File: config.mk
export PLATFORM = sky130hd
export DESIGN_NAME = rv64_regfile
export DESIGN_NICKNAME = d
export VERILOG_FILES = /design/src/hdl/rv64_pkg.sv /design/src/hdl/rv64_regfile.sv
export SDC_FILE = /design/constraint.sdc
export NUM_CORES = 2
export LEC_CHECK = 0
export ABC_AREA = 0
export BUFFER_PORTS_ARGS = -buffer_cell sky130_fd_sc_hd__buf_2
export CORE_ASPECT_RATIO = 1.1
export CORE_MARGIN = 3
export CORE_UTILIZATION = 35
export CTS_CLUSTER_SIZE = 28
export DETAILED_ROUTE_END_ITERATION = 7
export GPL_ROUTABILITY_DRIVEN = 0
export PLACE_DENSITY_LB_ADDON = 0.15
export SYNTH_ARGS = -nofsm -noshare
export SYNTH_HDL_FRONTEND = slang
export SYNTH_SLANG_ARGS = --single-unit
File: constraint.sdc
create_clock -name i_clk -period 7.85 [get_ports i_clk]
set_clock_uncertainty 0.05 [all_clocks]
set_input_delay 0.785 -clock i_clk [delete_from_list [all_inputs] [get_ports i_clk]]
set_output_delay 0.785 -clock i_clk [all_outputs]
set_load 0.01 [all_outputs]
File: src/hdl/rv64_pkg.sv
// word types, opcode and control encodings, decoded-control and memory-request structs, reset vector
package rv64_pkg;

  typedef logic [63:0] xlen_t;
  typedef logic [4:0]  reg_idx_t;
  typedef logic [31:0] inst_t;
  typedef logic [6:0]  opcode_t;

  localparam xlen_t RESET_PC = 64'h0000_0000_8000_0000;
  localparam xlen_t XLEN_MIN = {1'b1, 63'b0};

  // major opcodes
  localparam opcode_t OPC_LUI       = 7'b0110111;
  localparam opcode_t OPC_AUIPC     = 7'b0010111;
  localparam opcode_t OPC_JAL       = 7'b1101111;
  localparam opcode_t OPC_JALR      = 7'b1100111;
  localparam opcode_t OPC_BRANCH    = 7'b1100011;
  localparam opcode_t OPC_LOAD      = 7'b0000011;
  localparam opcode_t OPC_STORE     = 7'b0100011;
  localparam opcode_t OPC_OP_IMM    = 7'b0010011;
  localparam opcode_t OPC_OP_IMM_32 = 7'b0011011;
  localparam opcode_t OPC_OP        = 7'b0110011;
  localparam opcode_t OPC_OP_32     = 7'b0111011;
  localparam opcode_t OPC_SYSTEM    = 7'b1110011;

  localparam logic [6:0] F7_BASE   = 7'b0000000;
  localparam logic [6:0] F7_ALT    = 7'b0100000;
  localparam logic [6:0] F7_MULDIV = 7'b0000001;

  localparam inst_t INST_EBREAK = 32'h0010_0073;

  typedef enum logic [4:0] {
    ALU_ADD      = 5'b00000,
    ALU_SLL      = 5'b00001,
    ALU_SLT      = 5'b00010,
    ALU_COPY_IMM = 5'b00011,
    ALU_XOR      = 5'b00100,
    ALU_SRL      = 5'b00101,
    ALU_OR       = 5'b00110,
    ALU_AND      = 5'b00111,
    ALU_SUB      = 5'b01000,
    ALU_SLTU     = 5'b01010,
    ALU_SRA      = 5'b01101,
    ALU_REMU     = 5'b11001,
    ALU_DIVU     = 5'b11010,
    ALU_DIV      = 5'b11011,
    ALU_MUL      = 5'b11100,
    ALU_REM      = 5'b11101
  } alu_op_e;

  // nine kinds need four bits
  typedef enum logic [3:0] {
    BR_NONE = 4'b0000,
    BR_JAL  = 4'b0001,
    BR_JALR = 4'b0010,
    BR_BEQ  = 4'b0100,
    BR_BNE  = 4'b0101,
    BR_BLT  = 4'b0110,
    BR_BGE  = 4'b0111,
    BR_BLTU = 4'b1110,
    BR_BGEU = 4'b1111
  } branch_e;

  typedef enum logic [0:0] {
    ASRC_RS1 = 1'b0,
    ASRC_PC  = 1'b1
  } asrc_e;

  typedef enum logic [1:0] {
    BSRC_RS2  = 2'b00,
    BSRC_IMM  = 2'b01,
    BSRC_FOUR = 2'b10
  } bsrc_e;

  // bits [2:1] give the access size
  typedef enum logic [2:0] {
    MEM_LB  = 3'b000,
    MEM_LBU = 3'b001,
    MEM_LH  = 3'b010,
    MEM_LHU = 3'b011,
    MEM_LW  = 3'b100,
    MEM_LWU = 3'b101,
    MEM_LD  = 3'b110
  } mem_op_e;

  typedef struct packed {
    alu_op_e alu_op;
    asrc_e   asrc;
    bsrc_e   bsrc;
    logic    word_cut;
    branch_e branch;
    mem_op_e mem_op;
    logic    mem_read;
    logic    mem_write;
    logic    mem_to_reg;
    logic    reg_write;
    logic    halt;
    logic    illegal;
  } ctrl_t;

  typedef struct packed {
    xlen_t      addr;
    xlen_t      wdata;
    logic [1:0] size;
    logic       re;
    logic       we;
  } mem_req_t;

  localparam ctrl_t CTRL_NOP = '{
    alu_op: ALU_ADD, asrc: ASRC_RS1, bsrc: BSRC_RS2, word_cut: 1'b0,
    branch: BR_NONE, mem_op: MEM_LD, mem_read: 1'b0, mem_write: 1'b0,
    mem_to_reg: 1'b0, reg_write: 1'b0, halt: 1'b0, illegal: 1'b0
  };

endpackage

File: src/hdl/rv64_regfile.sv
// 32 x 64-bit register file, two async read ports, one sync write port, x0 tied to zero
`timescale 1ns/1ps

module rv64_regfile import rv64_pkg::*; (
  input  logic     i_clk,
  input  logic     i_rst_n,
  input  reg_idx_t i_rs1,
  input  reg_idx_t i_rs2,
  input  reg_idx_t i_rd,
  input  logic     i_we,
  input  xlen_t    i_wdata,
  output xlen_t    o_rdata1,
  output xlen_t    o_rdata2
);

  // x0 is cleared in reset and never written
  xlen_t regs [0:31];

  always_ff @(posedge i_clk) begin
    if (!i_rst_n) begin
      for (int i = 0; i < 32; i++) begin
        regs[i] <= '0;
      end
    end else if (i_we && (i_rd != '0)) begin
      regs[i_rd] <= i_wdata;
    end
  end

  assign o_rdata1 = regs[i_rs1];
  assign o_rdata2 = regs[i_rs2];

  a_x0_zero: assert property (
    @(posedge i_clk) disable iff (!i_rst_n)
    ((i_rs1 != '0) || (o_rdata1 == '0)) && ((i_rs2 != '0) || (o_rdata2 == '0))
  ) else $error("regfile: x0 read back nonzero");

endmodule

; Yosys cells after proc, flatten, opt, wreduce, memory -nomap -nowiden
; Memory sizes are Yosys's and may differ from the RTL's.
; Cells that the tools add are included.
[totals]
register_bits = 0
latchBits = 0
ramBits = 2048
rom_bits = 0
memories = 1
[memory_table]
columns = name, depth, width, rd, rd_ports_with_merged_regs, wr, line_no
row1 = regs, 32, 64, 2, 0, 32, rv64_regfile.sv:17  ; xlen_t regs [0:31];
[classes]
addsub = 0
n_mul = 0
div_mod_pow = 0
n_lt_le_gt_ge = 0
n_eq_ne = 0
shifts = 0
muxes = 7
bitwise = 0
n_reduce_logical = 3
[op_table]
columns = operator, n
row1 = $mux W64, 1
row2 = $reduce_or A64 Y1, 1
row3 = $mux W1, 5
row4 = $mux W5, 1
row5 = $reduce_bool A5 Y1, 1
row6 = $logic_and A1 B1 Y1, 1

; Depth between registers and ports, before layout
[logic_depth]
ltp_word = 7
depth_mapped = 8

; Worst setup path after synthesis
; OpenSTA, ideal clock, no wires.
[synth_timing]
path_type = input -> register
start = input i_rst_n
end = memory regs[24][0] (netlist name) (enable)
arrival_time_ns = 5.948
required_ns = 7.225
slack_ns = 1.277
stages = 4
n_path_buf = 1
path_cell_list = nand2_1 > or3_4 > buf_2 > o21ai_0
[synth_rtl]
columns = element, line_no
row1 = from (decl), rv64_regfile.sv:6  ; input logic i_rst_n,
row2 = to (decl), rv64_regfile.sv:17

; Worst setup path in the final report
[layout_timing]
start = input i_rs1[2]
end = output o_rdata1[39]
[layout_between]
elab_chain_cells = 1
[layout_lines]
columns = element, line_no
row1 = from (decl), rv64_regfile.sv:7  ; input reg_idx_t i_rs1,
row2 = $mem_v2 Z32 W64, --
row3 = to (decl), rv64_regfile.sv:12  ; output xlen_t o_rdata1,
; Every way passes these cells.

==> impl_metrics.py <==
metrics = {
    "critical_path": {
        "required_ns": 7.01,
        "crit_family": "buffers and inverters",
        "cp_cell_sequence": "buf_2 > clkinv_1 > buf_4 > nand2_4 > buf_4 > o22ai_1 > nor4_1 > buf_2",
        "cp_slowest_cell": "nor4_1",
        "worstSetupEndpointType": "output port",
        "critPathKind": "in2out",
        "path_max_fanout": 31,
        "worst_ep_arrival_time_ns": 4.76,
        "critPathLaunchType": "input pin",
        "slowest_delay_ns": 0.86,
        "crit_buf_inv": 5,
    },
    "routing": {
        "vias": 70800,
        "first_pass_iters": 6,
        "drtIter0Drc": 11600,
        "ant_nets": 0,
        "routed_wl_mm": 480,
        "viasPerCell": 6.31,
        "wl_per_cell_um": 42.7,
        "drcViolationCount": 0,
    },
    "timing": {
        "period_minus_slack_ns": 5.60,
        "final.period_utilization_pct": 71.3,
        "relSlewSlack_pct": 8.34,
        "setup_viol": 0,
        "fin_ws_ns": 2.25,
        "rsz0062_at_grt": "false",
        "finalSetupTns_ns": 0,
        "hold_viol": 0,
        "tightest_slew_ns": 1.36,
        "final-max-slew-violation-count": 0,
        "clock.fmax_ghz": 0.179,
    },
    "clocking": {
        "cts_buffers": 235,
        "cts_hold_repair.buffers": 0,
        "numClockSinks": 2048,
        "cts_setup_buffers": 0,
        "cts.clk_slew.worst_paths_ns": 0.06,
        "post_cts_resized": 0,
        "htreeDepth": 4,
        "clk_path_buf_depth": 4,
        "tritoncts": "yes",
        "root_buffer": "clkbuf_16",
    },
    "global_route": {
        "met2_usage_pct": 48.0,
        "grt_overflow": 0,
        "use_met1_pct": 39.4,
        "grt_pass1_vias": 70200,
        "grt_pass1_wl_mm": 642,
        "grt_max_degree": 100,
        "antenna_found_initial": 97,
        "busiest_layer": "met2",
        "met3_usage_pct": 6.81,
        "track_usage_pct": 30.3,
    },
    "final_layout": {
        "top_register": "regs",
        "syn2layout_area_growth_pct": 12.3,
        "largest_register_ffs": 2048,
        "nNetsFinal": 7037,
        "largestRegisters": "regs: 2048 flops",
        "drive_gt1_share_pct": 24.4,
    },
    "die": {
        "coreArea_sq_mm": 0.301,
        "die_w_um": 532,
        "die-area_sq_mm": 0.311,
        "die_height_um": 584,
        "start_util_pct": 35.3,
        "io_pins": 210,
        "fp-row-count": 211,
    },
    "yosys": {
        "ys_types": 42,
        "yosys-top-cells-area": "edfxtp_1, mux4_2, and2_1",
        "yosysTopAreaCell": "edfxtp_1",
        "synth_top_area_share_pct": 57.8,
        "syn_area_sq_mm": 0.106,
        "ys_seq_elements": 2048,
        "yosysWarnings": 0,
        "synth_area_per_cell_sq_um": 15.3,
        "synth_cells": 6973,
        "ys_seq_area_share_pct": 57.8,
    },
    "status": {
        "outcome": "complete, no violations",
    },
    "power_and_ir_drop": {
        "swShare_pct": 26.5,
        "p_seq_share_pct": 48.6,
        "p_leak_nw": 40.2,
        "pwr_density_cell_mw_per_mm2": 223,
        "ir_drop_mv": 0.184,
        "combPwrFrac_pct": 12.3,
        "p_clk_share_pct": 39.0,
        "switchingPower_mw": 7.08,
        "p_int_mw": 19.6,
    },
    "placed_design": {
        "place_ws_ns": 2.31,
        "dp_hpwl_mm": 264,
        "port_buffers": 209,
    },
    "min_path": {
        "hp-class": "in2reg",
    },
    "run": {
        "drv_cap": 0,
    },
}
==> synth_stat cells, drive strengths merged <==
master,instances
edfxtp,2048
and3,1
a2111oi,13
a211oi,36
nand4,27
a31oi,2
nand3b,5
a221oi,5
conb,1
o21ai,36
o31ai,1
buf,260
a22oi,196
or3b,2
o311ai,1
a21oi,41
clkinv,1
nor4,95
or3,5
nor3,6
and2,1991
clkbuf,483
nor2,67
nand2,23
nand3,48
nand4b,1
mux4,869
o22ai,326
mux2,32
nand2b,11
or2,6
mux2i,286
inv,1
nor2b,46
o221ai,1
==> path summary, 6_finish.rpt <==
kind / start / end / slack [ns] / depth (start not counted)
min: i_wdata[37] / regs[5][37] / 0.41 / 2
max: i_rs1[2] / o_rdata1[39] / 2.25 / 8
==> through the flow <==
| step | util [%] | cells | instance area (sq um) | total power [mW] | hold WS (ns) |
|---|---|---|---|---|---|
| global placement | 37.3 | 10800 | 112000 | 16.4 | 1.35 |
| CTS | 39.6 | 11200 | 119000 | 26.7 | 0.352 |
| global route | 39.6 | 11200 | 119000 | 27.3 | 0.425 |
| detailed placement | 37.3 | 10800 | 112000 | 16.4 | 1.36 |
| finish | 39.6 | 11200 | 120000 | 26.7 | 0.414 |
| floorplan | - | 7036 | 107000 | 15.0 | 0.933 |
==> layout make-up <==
class                   instances  area (sq um)
fillers                     27600        182000
inverters                       2          12.5
diodes                         45           113
repair buffers                425          3260
well taps                    4047          5060
clock inverters               116           742
multi-input cells            4243         42600
clock buffers                 303          6180
flip-flops and latches       2048         61500
==> power groups by stage <==
stage	sequential [mW]	clock, mW	combinational (mW)
final	13.0	10.4	3.29
after global routing	13.0	10.9	3.36
after floorplan	13.1	0	1.84
after global placement	13.1	0	3.26
after detailed placement	13.2	0	3.25
after CTS	12.9	10.5	3.26
==> cells in the final DEF, fill, tap and decap left out, drive strengths merged, types with 41 or more instances in the layout <==
master	n
conb	64
clkbuf	303
nor2	67
edfxtp	2048
nor2b	46
a21oi	41
diode	45
and2	1991
clkinv	105
nor4	95
o22ai	326
buf	425
a22oi	196
nand3	48
mux4	869
mux2i	286
==> kinds of logic after synthesis <==
| group | Yosys count | share of synthesized area (%) |
|---|---|---|
| buf+inv | 745 | 3.19 |
| other cells | 1 | 0.00352 |
| compound gates | 658 | 4.10 |
| mux | 1187 | 21.4 |
| simple gates | 2334 | 13.5 |
| flops | 2048 | 57.8 |
==> per-layer routing <==
metal | wire length, um | share of wire [%] | vias up
li1 | - | - | 27000
met1 | 181000 | 38 | 37700
met2 | 222000 | 46 | 4945
met3 | 50800 | 11 | 1115
met4 | 25600 | 5.3 | 32
met5 | 224 | 0.047 | -
No activity file was read; power rests on OpenSTA's default activity.
