$ cat config.mk
export PLATFORM = sky130hd
export DESIGN_NAME = rv64_idu
export DESIGN_NICKNAME = d
export VERILOG_FILES = /design/src/hdl/rv64_pkg.sv /design/src/hdl/rv64_idu.sv
export SDC_FILE = /design/constraint.sdc
export NUM_CORES = 1
export LEC_CHECK = 0
export ABC_AREA = 1
export BUFFER_PORTS_ARGS = -buffer_cell sky130_fd_sc_hd__buf_4
export CAP_MARGIN = 20
export CORE_ASPECT_RATIO = 0.6
export CORE_MARGIN = 1.5
export CORE_UTILIZATION = 41
export DETAILED_ROUTE_END_ITERATION = 10
export PLACE_DENSITY = 0.82
export SLEW_MARGIN = 20
export SYNTH_ARGS = -nofsm -noshare
export SYNTH_HDL_FRONTEND = slang
export SYNTH_SLANG_ARGS = --single-unit
export TNS_END_PERCENT = 10
$ cat constraint.sdc
create_clock -name vclk -period 2
set_clock_uncertainty 0.05 [all_clocks]
set_input_delay 0.1 -clock vclk [all_inputs]
set_output_delay 0.1 -clock vclk [all_outputs]
set_load 0.01 [all_outputs]
$ cat src/hdl/rv64_pkg.sv
// word types, opcode and control encodings, decoded-control and memory-request structs, reset vector
package rv64_pkg;

  typedef logic [63:0] xlen_t;
  typedef logic [4:0]  reg_idx_t;
  typedef logic [31:0] inst_t;
  typedef logic [6:0]  opcode_t;

  localparam xlen_t RESET_PC = 64'h0000_0000_8000_0000;
  localparam xlen_t XLEN_MIN = {1'b1, 63'b0};

  // major opcodes
  localparam opcode_t OPC_LUI       = 7'b0110111;
  localparam opcode_t OPC_AUIPC     = 7'b0010111;
  localparam opcode_t OPC_JAL       = 7'b1101111;
  localparam opcode_t OPC_JALR      = 7'b1100111;
  localparam opcode_t OPC_BRANCH    = 7'b1100011;
  localparam opcode_t OPC_LOAD      = 7'b0000011;
  localparam opcode_t OPC_STORE     = 7'b0100011;
  localparam opcode_t OPC_OP_IMM    = 7'b0010011;
  localparam opcode_t OPC_OP_IMM_32 = 7'b0011011;
  localparam opcode_t OPC_OP        = 7'b0110011;
  localparam opcode_t OPC_OP_32     = 7'b0111011;
  localparam opcode_t OPC_SYSTEM    = 7'b1110011;

  localparam logic [6:0] F7_BASE   = 7'b0000000;
  localparam logic [6:0] F7_ALT    = 7'b0100000;
  localparam logic [6:0] F7_MULDIV = 7'b0000001;

  localparam inst_t INST_EBREAK = 32'h0010_0073;

  typedef enum logic [4:0] {
    ALU_ADD      = 5'b00000,
    ALU_SLL      = 5'b00001,
    ALU_SLT      = 5'b00010,
    ALU_COPY_IMM = 5'b00011,
    ALU_XOR      = 5'b00100,
    ALU_SRL      = 5'b00101,
    ALU_OR       = 5'b00110,
    ALU_AND      = 5'b00111,
    ALU_SUB      = 5'b01000,
    ALU_SLTU     = 5'b01010,
    ALU_SRA      = 5'b01101,
    ALU_REMU     = 5'b11001,
    ALU_DIVU     = 5'b11010,
    ALU_DIV      = 5'b11011,
    ALU_MUL      = 5'b11100,
    ALU_REM      = 5'b11101
  } alu_op_e;

  // nine kinds need four bits
  typedef enum logic [3:0] {
    BR_NONE = 4'b0000,
    BR_JAL  = 4'b0001,
    BR_JALR = 4'b0010,
    BR_BEQ  = 4'b0100,
    BR_BNE  = 4'b0101,
    BR_BLT  = 4'b0110,
    BR_BGE  = 4'b0111,
    BR_BLTU = 4'b1110,
    BR_BGEU = 4'b1111
  } branch_e;

  typedef enum logic [0:0] {
    ASRC_RS1 = 1'b0,
    ASRC_PC  = 1'b1
  } asrc_e;

  typedef enum logic [1:0] {
    BSRC_RS2  = 2'b00,
    BSRC_IMM  = 2'b01,
    BSRC_FOUR = 2'b10
  } bsrc_e;

  // bits [2:1] give the access size
  typedef enum logic [2:0] {
    MEM_LB  = 3'b000,
    MEM_LBU = 3'b001,
    MEM_LH  = 3'b010,
    MEM_LHU = 3'b011,
    MEM_LW  = 3'b100,
    MEM_LWU = 3'b101,
    MEM_LD  = 3'b110
  } mem_op_e;

  typedef struct packed {
    alu_op_e alu_op;
    asrc_e   asrc;
    bsrc_e   bsrc;
    logic    word_cut;
    branch_e branch;
    mem_op_e mem_op;
    logic    mem_read;
    logic    mem_write;
    logic    mem_to_reg;
    logic    reg_write;
    logic    halt;
    logic    illegal;
  } ctrl_t;

  typedef struct packed {
    xlen_t      addr;
    xlen_t      wdata;
    logic [1:0] size;
    logic       re;
    logic       we;
  } mem_req_t;

  localparam ctrl_t CTRL_NOP = '{
    alu_op: ALU_ADD, asrc: ASRC_RS1, bsrc: BSRC_RS2, word_cut: 1'b0,
    branch: BR_NONE, mem_op: MEM_LD, mem_read: 1'b0, mem_write: 1'b0,
    mem_to_reg: 1'b0, reg_write: 1'b0, halt: 1'b0, illegal: 1'b0
  };

endpackage

$ cat src/hdl/rv64_idu.sv
// RV64IM instruction decoder with immediate generation and control decode
`timescale 1ns/1ps

module rv64_idu import rv64_pkg::*; (
  input  inst_t    i_inst,
  output reg_idx_t o_rs1,
  output reg_idx_t o_rs2,
  output reg_idx_t o_rd,
  output xlen_t    o_imm,
  output ctrl_t    o_ctrl
);

  opcode_t    opcode;
  logic [2:0] funct3;
  logic [6:0] funct7;
  xlen_t      imm_i, imm_s, imm_b, imm_u, imm_j;
  logic       bad;

  assign opcode = i_inst[6:0];
  assign funct3 = i_inst[14:12];
  assign funct7 = i_inst[31:25];

  assign o_rs1 = i_inst[19:15];
  assign o_rs2 = i_inst[24:20];
  assign o_rd  = i_inst[11:7];

  assign imm_i = {{52{i_inst[31]}}, i_inst[31:20]};
  assign imm_s = {{52{i_inst[31]}}, i_inst[31:25], i_inst[11:7]};
  assign imm_b = {{51{i_inst[31]}}, i_inst[31], i_inst[7], i_inst[30:25], i_inst[11:8], 1'b0};
  assign imm_u = {{32{i_inst[31]}}, i_inst[31:12], 12'b0};
  assign imm_j = {{43{i_inst[31]}}, i_inst[31], i_inst[19:12], i_inst[20], i_inst[30:21], 1'b0};

  always_comb begin
    case (opcode)
      OPC_STORE:           o_imm = imm_s;
      OPC_BRANCH:          o_imm = imm_b;
      OPC_LUI, OPC_AUIPC:  o_imm = imm_u;
      OPC_JAL:             o_imm = imm_j;
      default:             o_imm = imm_i;
    endcase
  end

  // shared funct3 map of op and op-imm
  function automatic alu_op_e base_op(input logic [2:0] f3, input logic alt);
    case (f3)
      3'b000:  return alt ? ALU_SUB : ALU_ADD;
      3'b001:  return ALU_SLL;
      3'b010:  return ALU_SLT;
      3'b011:  return ALU_SLTU;
      3'b100:  return ALU_XOR;
      3'b101:  return alt ? ALU_SRA : ALU_SRL;
      3'b110:  return ALU_OR;
      default: return ALU_AND;
    endcase
  endfunction

  function automatic alu_op_e muldiv_op(input logic [2:0] f3);
    case (f3)
      3'b100:  return ALU_DIV;
      3'b101:  return ALU_DIVU;
      3'b110:  return ALU_REM;
      3'b111:  return ALU_REMU;
      default: return ALU_MUL;
    endcase
  endfunction

  always_comb begin
    o_ctrl = CTRL_NOP;
    bad    = 1'b0;
    case (opcode)
      OPC_LUI: begin
        o_ctrl.alu_op    = ALU_COPY_IMM;
        o_ctrl.reg_write = 1'b1;
      end
      OPC_AUIPC: begin
        o_ctrl.asrc      = ASRC_PC;
        o_ctrl.bsrc      = BSRC_IMM;
        o_ctrl.reg_write = 1'b1;
      end
      OPC_JAL, OPC_JALR: begin
        // link value pc + 4 through the adder
        o_ctrl.asrc      = ASRC_PC;
        o_ctrl.bsrc      = BSRC_FOUR;
        o_ctrl.branch    = (opcode == OPC_JAL) ? BR_JAL : BR_JALR;
        o_ctrl.reg_write = 1'b1;
        bad              = (opcode == OPC_JALR) && (funct3 != 3'b000);
      end
      OPC_BRANCH: begin
        o_ctrl.alu_op = ALU_SUB;
        case (funct3)
          3'b000:  o_ctrl.branch = BR_BEQ;
          3'b001:  o_ctrl.branch = BR_BNE;
          3'b100:  o_ctrl.branch = BR_BLT;
          3'b101:  o_ctrl.branch = BR_BGE;
          3'b110:  o_ctrl.branch = BR_BLTU;
          3'b111:  o_ctrl.branch = BR_BGEU;
          default: bad = 1'b1;
        endcase
      end
      OPC_LOAD: begin
        o_ctrl.bsrc       = BSRC_IMM;
        o_ctrl.mem_read   = 1'b1;
        o_ctrl.mem_to_reg = 1'b1;
        o_ctrl.reg_write  = 1'b1;
        case (funct3)
          3'b000:  o_ctrl.mem_op = MEM_LB;
          3'b001:  o_ctrl.mem_op = MEM_LH;
          3'b010:  o_ctrl.mem_op = MEM_LW;
          3'b011:  o_ctrl.mem_op = MEM_LD;
          3'b100:  o_ctrl.mem_op = MEM_LBU;
          3'b101:  o_ctrl.mem_op = MEM_LHU;
          3'b110:  o_ctrl.mem_op = MEM_LWU;
          default: bad = 1'b1;
        endcase
      end
      OPC_STORE: begin
        o_ctrl.bsrc      = BSRC_IMM;
        o_ctrl.mem_write = 1'b1;
        // size lands in mem_op[2:1]
        o_ctrl.mem_op    = mem_op_e'({funct3[1:0], 1'b0});
        bad              = funct3[2];
      end
      OPC_OP_IMM: begin
        o_ctrl.bsrc      = BSRC_IMM;
        o_ctrl.reg_write = 1'b1;
        o_ctrl.alu_op    = base_op(funct3, (funct3 == 3'b101) && i_inst[30]);
        if (funct3 == 3'b001) begin
          bad = (i_inst[31:26] != 6'b000000);
        end else if (funct3 == 3'b101) begin
          bad = (i_inst[31:26] != 6'b000000) && (i_inst[31:26] != 6'b010000);
        end
      end
      OPC_OP_IMM_32: begin
        o_ctrl.bsrc      = BSRC_IMM;
        o_ctrl.word_cut  = 1'b1;
        o_ctrl.reg_write = 1'b1;
        o_ctrl.alu_op    = base_op(funct3, (funct3 == 3'b101) && i_inst[30]);
        case (funct3)
          3'b000:  bad = 1'b0;
          3'b001:  bad = (funct7 != F7_BASE);
          3'b101:  bad = (funct7 != F7_BASE) && (funct7 != F7_ALT);
          default: bad = 1'b1;
        endcase
      end
      OPC_OP, OPC_OP_32: begin
        o_ctrl.word_cut  = (opcode == OPC_OP_32);
        o_ctrl.reg_write = 1'b1;
        if (funct7 == F7_MULDIV) begin
          o_ctrl.alu_op = muldiv_op(funct3);
          // mulh variants are not supported
          bad = (funct3 != 3'b000) && !funct3[2];
        end else if (funct7 == F7_ALT) begin
          o_ctrl.alu_op = base_op(funct3, 1'b1);
          bad = (funct3 != 3'b000) && (funct3 != 3'b101);
        end else if (funct7 == F7_BASE) begin
          o_ctrl.alu_op = base_op(funct3, 1'b0);
          // word form only has add, sll, srl
          bad = (opcode == OPC_OP_32) && (funct3 != 3'b000) && (funct3 != 3'b001)
                && (funct3 != 3'b101);
        end else begin
          bad = 1'b1;
        end
      end
      OPC_SYSTEM: begin
        if (i_inst == INST_EBREAK) begin
          o_ctrl.halt = 1'b1;
        end else begin
          bad = 1'b1;
        end
      end
      default: bad = 1'b1;
    endcase

    // illegal encodings retire as a no-op
    if (bad) begin
      o_ctrl         = CTRL_NOP;
      o_ctrl.illegal = 1'b1;
    end
  end

endmodule

# Word-level counts from Yosys, hierarchy flattened
# Cells that the tools add are included.
# classes
reduce_logical	24
mux	35
eq_ne	26
# ops
cell	n
$pmux 31 s4	1
$pmux 4 s7	3
$eq 7x6->1 const B	5
$eq 32x21->1 const B	1
$eq 7x7->1 const B	4
$pmux 4 s6	1
$mux 22	1
$eq 7x5->1 const B	3
$pmux 5 s4	1
$pmux 3 s6	1
$mux 1	14
$eq 3x3->1 const B	4
$mux 4	3
$pmux 3 s4	1
$mux 5	2
$logic_and 1x1->1	9
$pmux 1 s9	1
$reduce_or 9->1	1
$pmux 4 s2	1
$reduce_or 2->1	4
$eq 7x1->1 const B	1
$eq 7x2->1 const B	1
$logic_not 7->1	1
$ne 7x6->1 const B	1
19 further kinds	20
# totals
input_bits	32
word_cells	85
out_inout_bits	101
ff_bits	0

# Logic depth before layout (Yosys ltp)
# logic_depth
word_depth	9
mapped_depth	14
depth_no_buf	12

# Worst setup path before layout
# OpenSTA, ideal clock, no wires.
# synth_timing
kind	input-to-output
startpoint	input port i_inst[14]
endpoint	output port o_ctrl[5] (netlist name)
path_stages	12
required_time_ps	1850
setup_slack_ps	398
n_path_buf	3
arrival_time_ps	1452
path_cell_list	buf_4 -> inv_4 -> nand2_1 -> nor2_1 -> nand2_1 -> o21ai_0 -> nand2_1 -> nor2_4 -> nand2_2 -> buf_6 -> nor2_2 -> buf_4
# synth_rtl
element	line_no	source
start: declaration	rv64_idu.sv:5	input inst_t i_inst,
end: declaration	rv64_idu.sv:10	output ctrl_t o_ctrl

==> impl_metrics.yaml <==
finish:
  seq_area_um2: 0
  design.seq.count: 0
  areaGrowthSynthToFinish_pct: 45.1
  drive_gt1_frac: 0.429
  clkbuf_count: 0
  fillCellCount: 389
  stdcell_area_um2: 2270
  antennaDiodeCount: 0
  nNetsFinal: 428
synthesis:
  yosysWarnings: 0
  ys_top_cells_by_area: "buf_4 24%, nand2_1 14%, nor2_1 13%"
  yosysTopAreaCellShare: 0.245
  synthMuxAreaShare: 0
  post_synth_instance_area_um2: 1560
  synth.most_common_cell: "nand2_1"
  synth-adder-area-share: 0
  yosysTopAreaCell: "buf_4"
  syn_inst: 309
  synth-seq-area-share: 0
  synth_xor_xnor_area_share: 0
  synth_fp_nets: 341
  synth_compound_area_frac: 0.155
  yosys.area_share.simple: 0.483
  synth_top_cells_by_count: "59 x nand2_1, 55 x nor2_1, 51 x buf_4, 38 x inv_1, 31 x o21ai_0"
  syn_area_per_cell_um2: 5.06
  synth_top_family_by_area: "simple AND/OR/NAND/NOR gates"
  ys_types: 24
floorplan:
  die_w_um: 82.7
  ioPinCount: 133
  die_h_um: 50.8
  start_util: 0.427
  dieArea_um2: 4210
  core_area_um2: 3660
  rows: 17
power_and_ir_drop:
  leakagePower_nw: 1.24
  power_density_nw_per_um2: 176
  peakVddDrop_v: 0.000125
place:
  dp_hpwl_um: 4580
  gp_congestion: 0.983
  port_buffers: 133
  placed_cell_area_um2: 2260
sta:
  setup_viol: 0
  finalHoldViolations: 0
  max_freq_mhz: 559
  worstMarginPinSlew_ns: 0.350
  tns_ns: 0
  timing.hold.ws_ns: 0.346
  period_needed_ns: 1.79
  slew_headroom: 0.765
  drv_slew: 0
  timing.final.crit_share: 0.894
  grt_setup_unrepaired: "false"
critical_path:
  cp_slowest_cell: "nor2_4"
  max_stage_delay_ns: 0.21
  worst-path-buf-inv: 3
  crit_fanout: 12
  crit_family: "simple AND/OR/NAND/NOR gates"
  cp.required_ns: 1.85
  critPathKind: "input pin to output pin"
  end_kind: "output pin"
  cp-start-kind: "input pin"
  worst_ep_arrival_time_ns: 1.64
  path_cells: "buf_4, nand2_1, clkinv_1, nand2_2, nor2_1, nand2_1, nand4_1, nor2_4, nand2_4, nor2_2, buf_4"
drt:
  totalWireLength_um: 5410
  drc: 0
  ant_nets: 0
  via_per_inst: 4.79
  drt-initial-drc-count: 139
  firstDrtPassIters: 4
  num_vias: 2111
  wire_per_inst_um: 12.3
grt:
  track_usage: 0.244
  first_global_vias: 1756
  grt_overflow: 0
  antenna_found_initial: 0
  grt_max_degree: 35
  grt_pass1_wl_um: 8270
cts:
  cts_hold_buffers: 0
worst_hold_path:
  min_path_type: "input pin to output pin"
flow_run:
  maxCapViolations: 0
status:
  status: "finished, final reports clean"
[routing by layer]
| layer | GRT usage | part of all wire |
|---|---|---|
| met5 | 0 | 0 |
| met4 | 0.0139 | 0.0031 |
| met3 | 0.0268 | 0.094 |
| met2 | 0.393 | 0.43 |
| met1 | 0.364 | 0.47 |
[through the flow]
stage / total power [mW] / utilization / setup slack [ns] / std cells
floorplan: 0.231 / - / 0.398 / 309
global placement: 0.395 / 0.619 / 0.189 / 441
detailed placement: 0.397 / 0.619 / 0.125 / 441
CTS: 0.398 / 0.619 / 0.104 / 441
global route: 0.438 / 0.620 / 0.0259 / 441
finish: 0.399 / 0.620 / 0.212 / 441
[cell type report]
class                           instances  area [um^2]  area share
Inverter                               43          164      0.0722
Tap cell                               47         58.8      0.0259
Timing Repair Buffer                  139         1040       0.460
Multi-Input combinational cell        212         1000       0.442
[where the power goes]
part | switching [mW] | leakage (nW) | total [mW] | internal, mW
clock | 0 | 0 | 0 | 0
sequential | 0 | 0 | 0 | 0
combinational | 0.214 | 1.24 | 0.399 | 0.185
[cell families (layout without fill, tap and decap cells)]
| family | after synthesis | count (layout) |
|---|---|---|
| buffers and inverters | 97 | 182 |
| and+or+nand+nor | 168 | 168 |
| AOI/OAI and AO/OA | 44 | 44 |
[cell usage in the layout (no fill, tap or decap)]
cell type	n
a21oi_1	6
a21oi_4	1
a22o_1	1
buf_4	139
clkinv_1	1
inv_1	38
inv_2	3
inv_4	1
nand2_1	59
nand2_2	7
nand2_4	1
nand3_1	16
nand3_2	1
nand4_1	6
nor2_1	55
nor2_2	14
nor2_4	2
nor3_1	3
nor4_1	4
o211ai_1	2
o21ai_0	31
o21ai_1	2
o31ai_1	1
[final timing paths]
| kind | start | to | slack [ns] | cells after the start |
|---|---|---|---|---|
| max | i_inst[1] | o_ctrl[5] | 0.21 | 11 |
| min | i_inst[11] | o_rd[4] | 0.35 | 2 |
[timing repair]
item / CTS / global route
setup buffers: 0 / 0
setup endpoints to repair: 0 / 12
gates resized for setup: 0 / 1
Note: power is estimated with default switching activity, not from simulation.
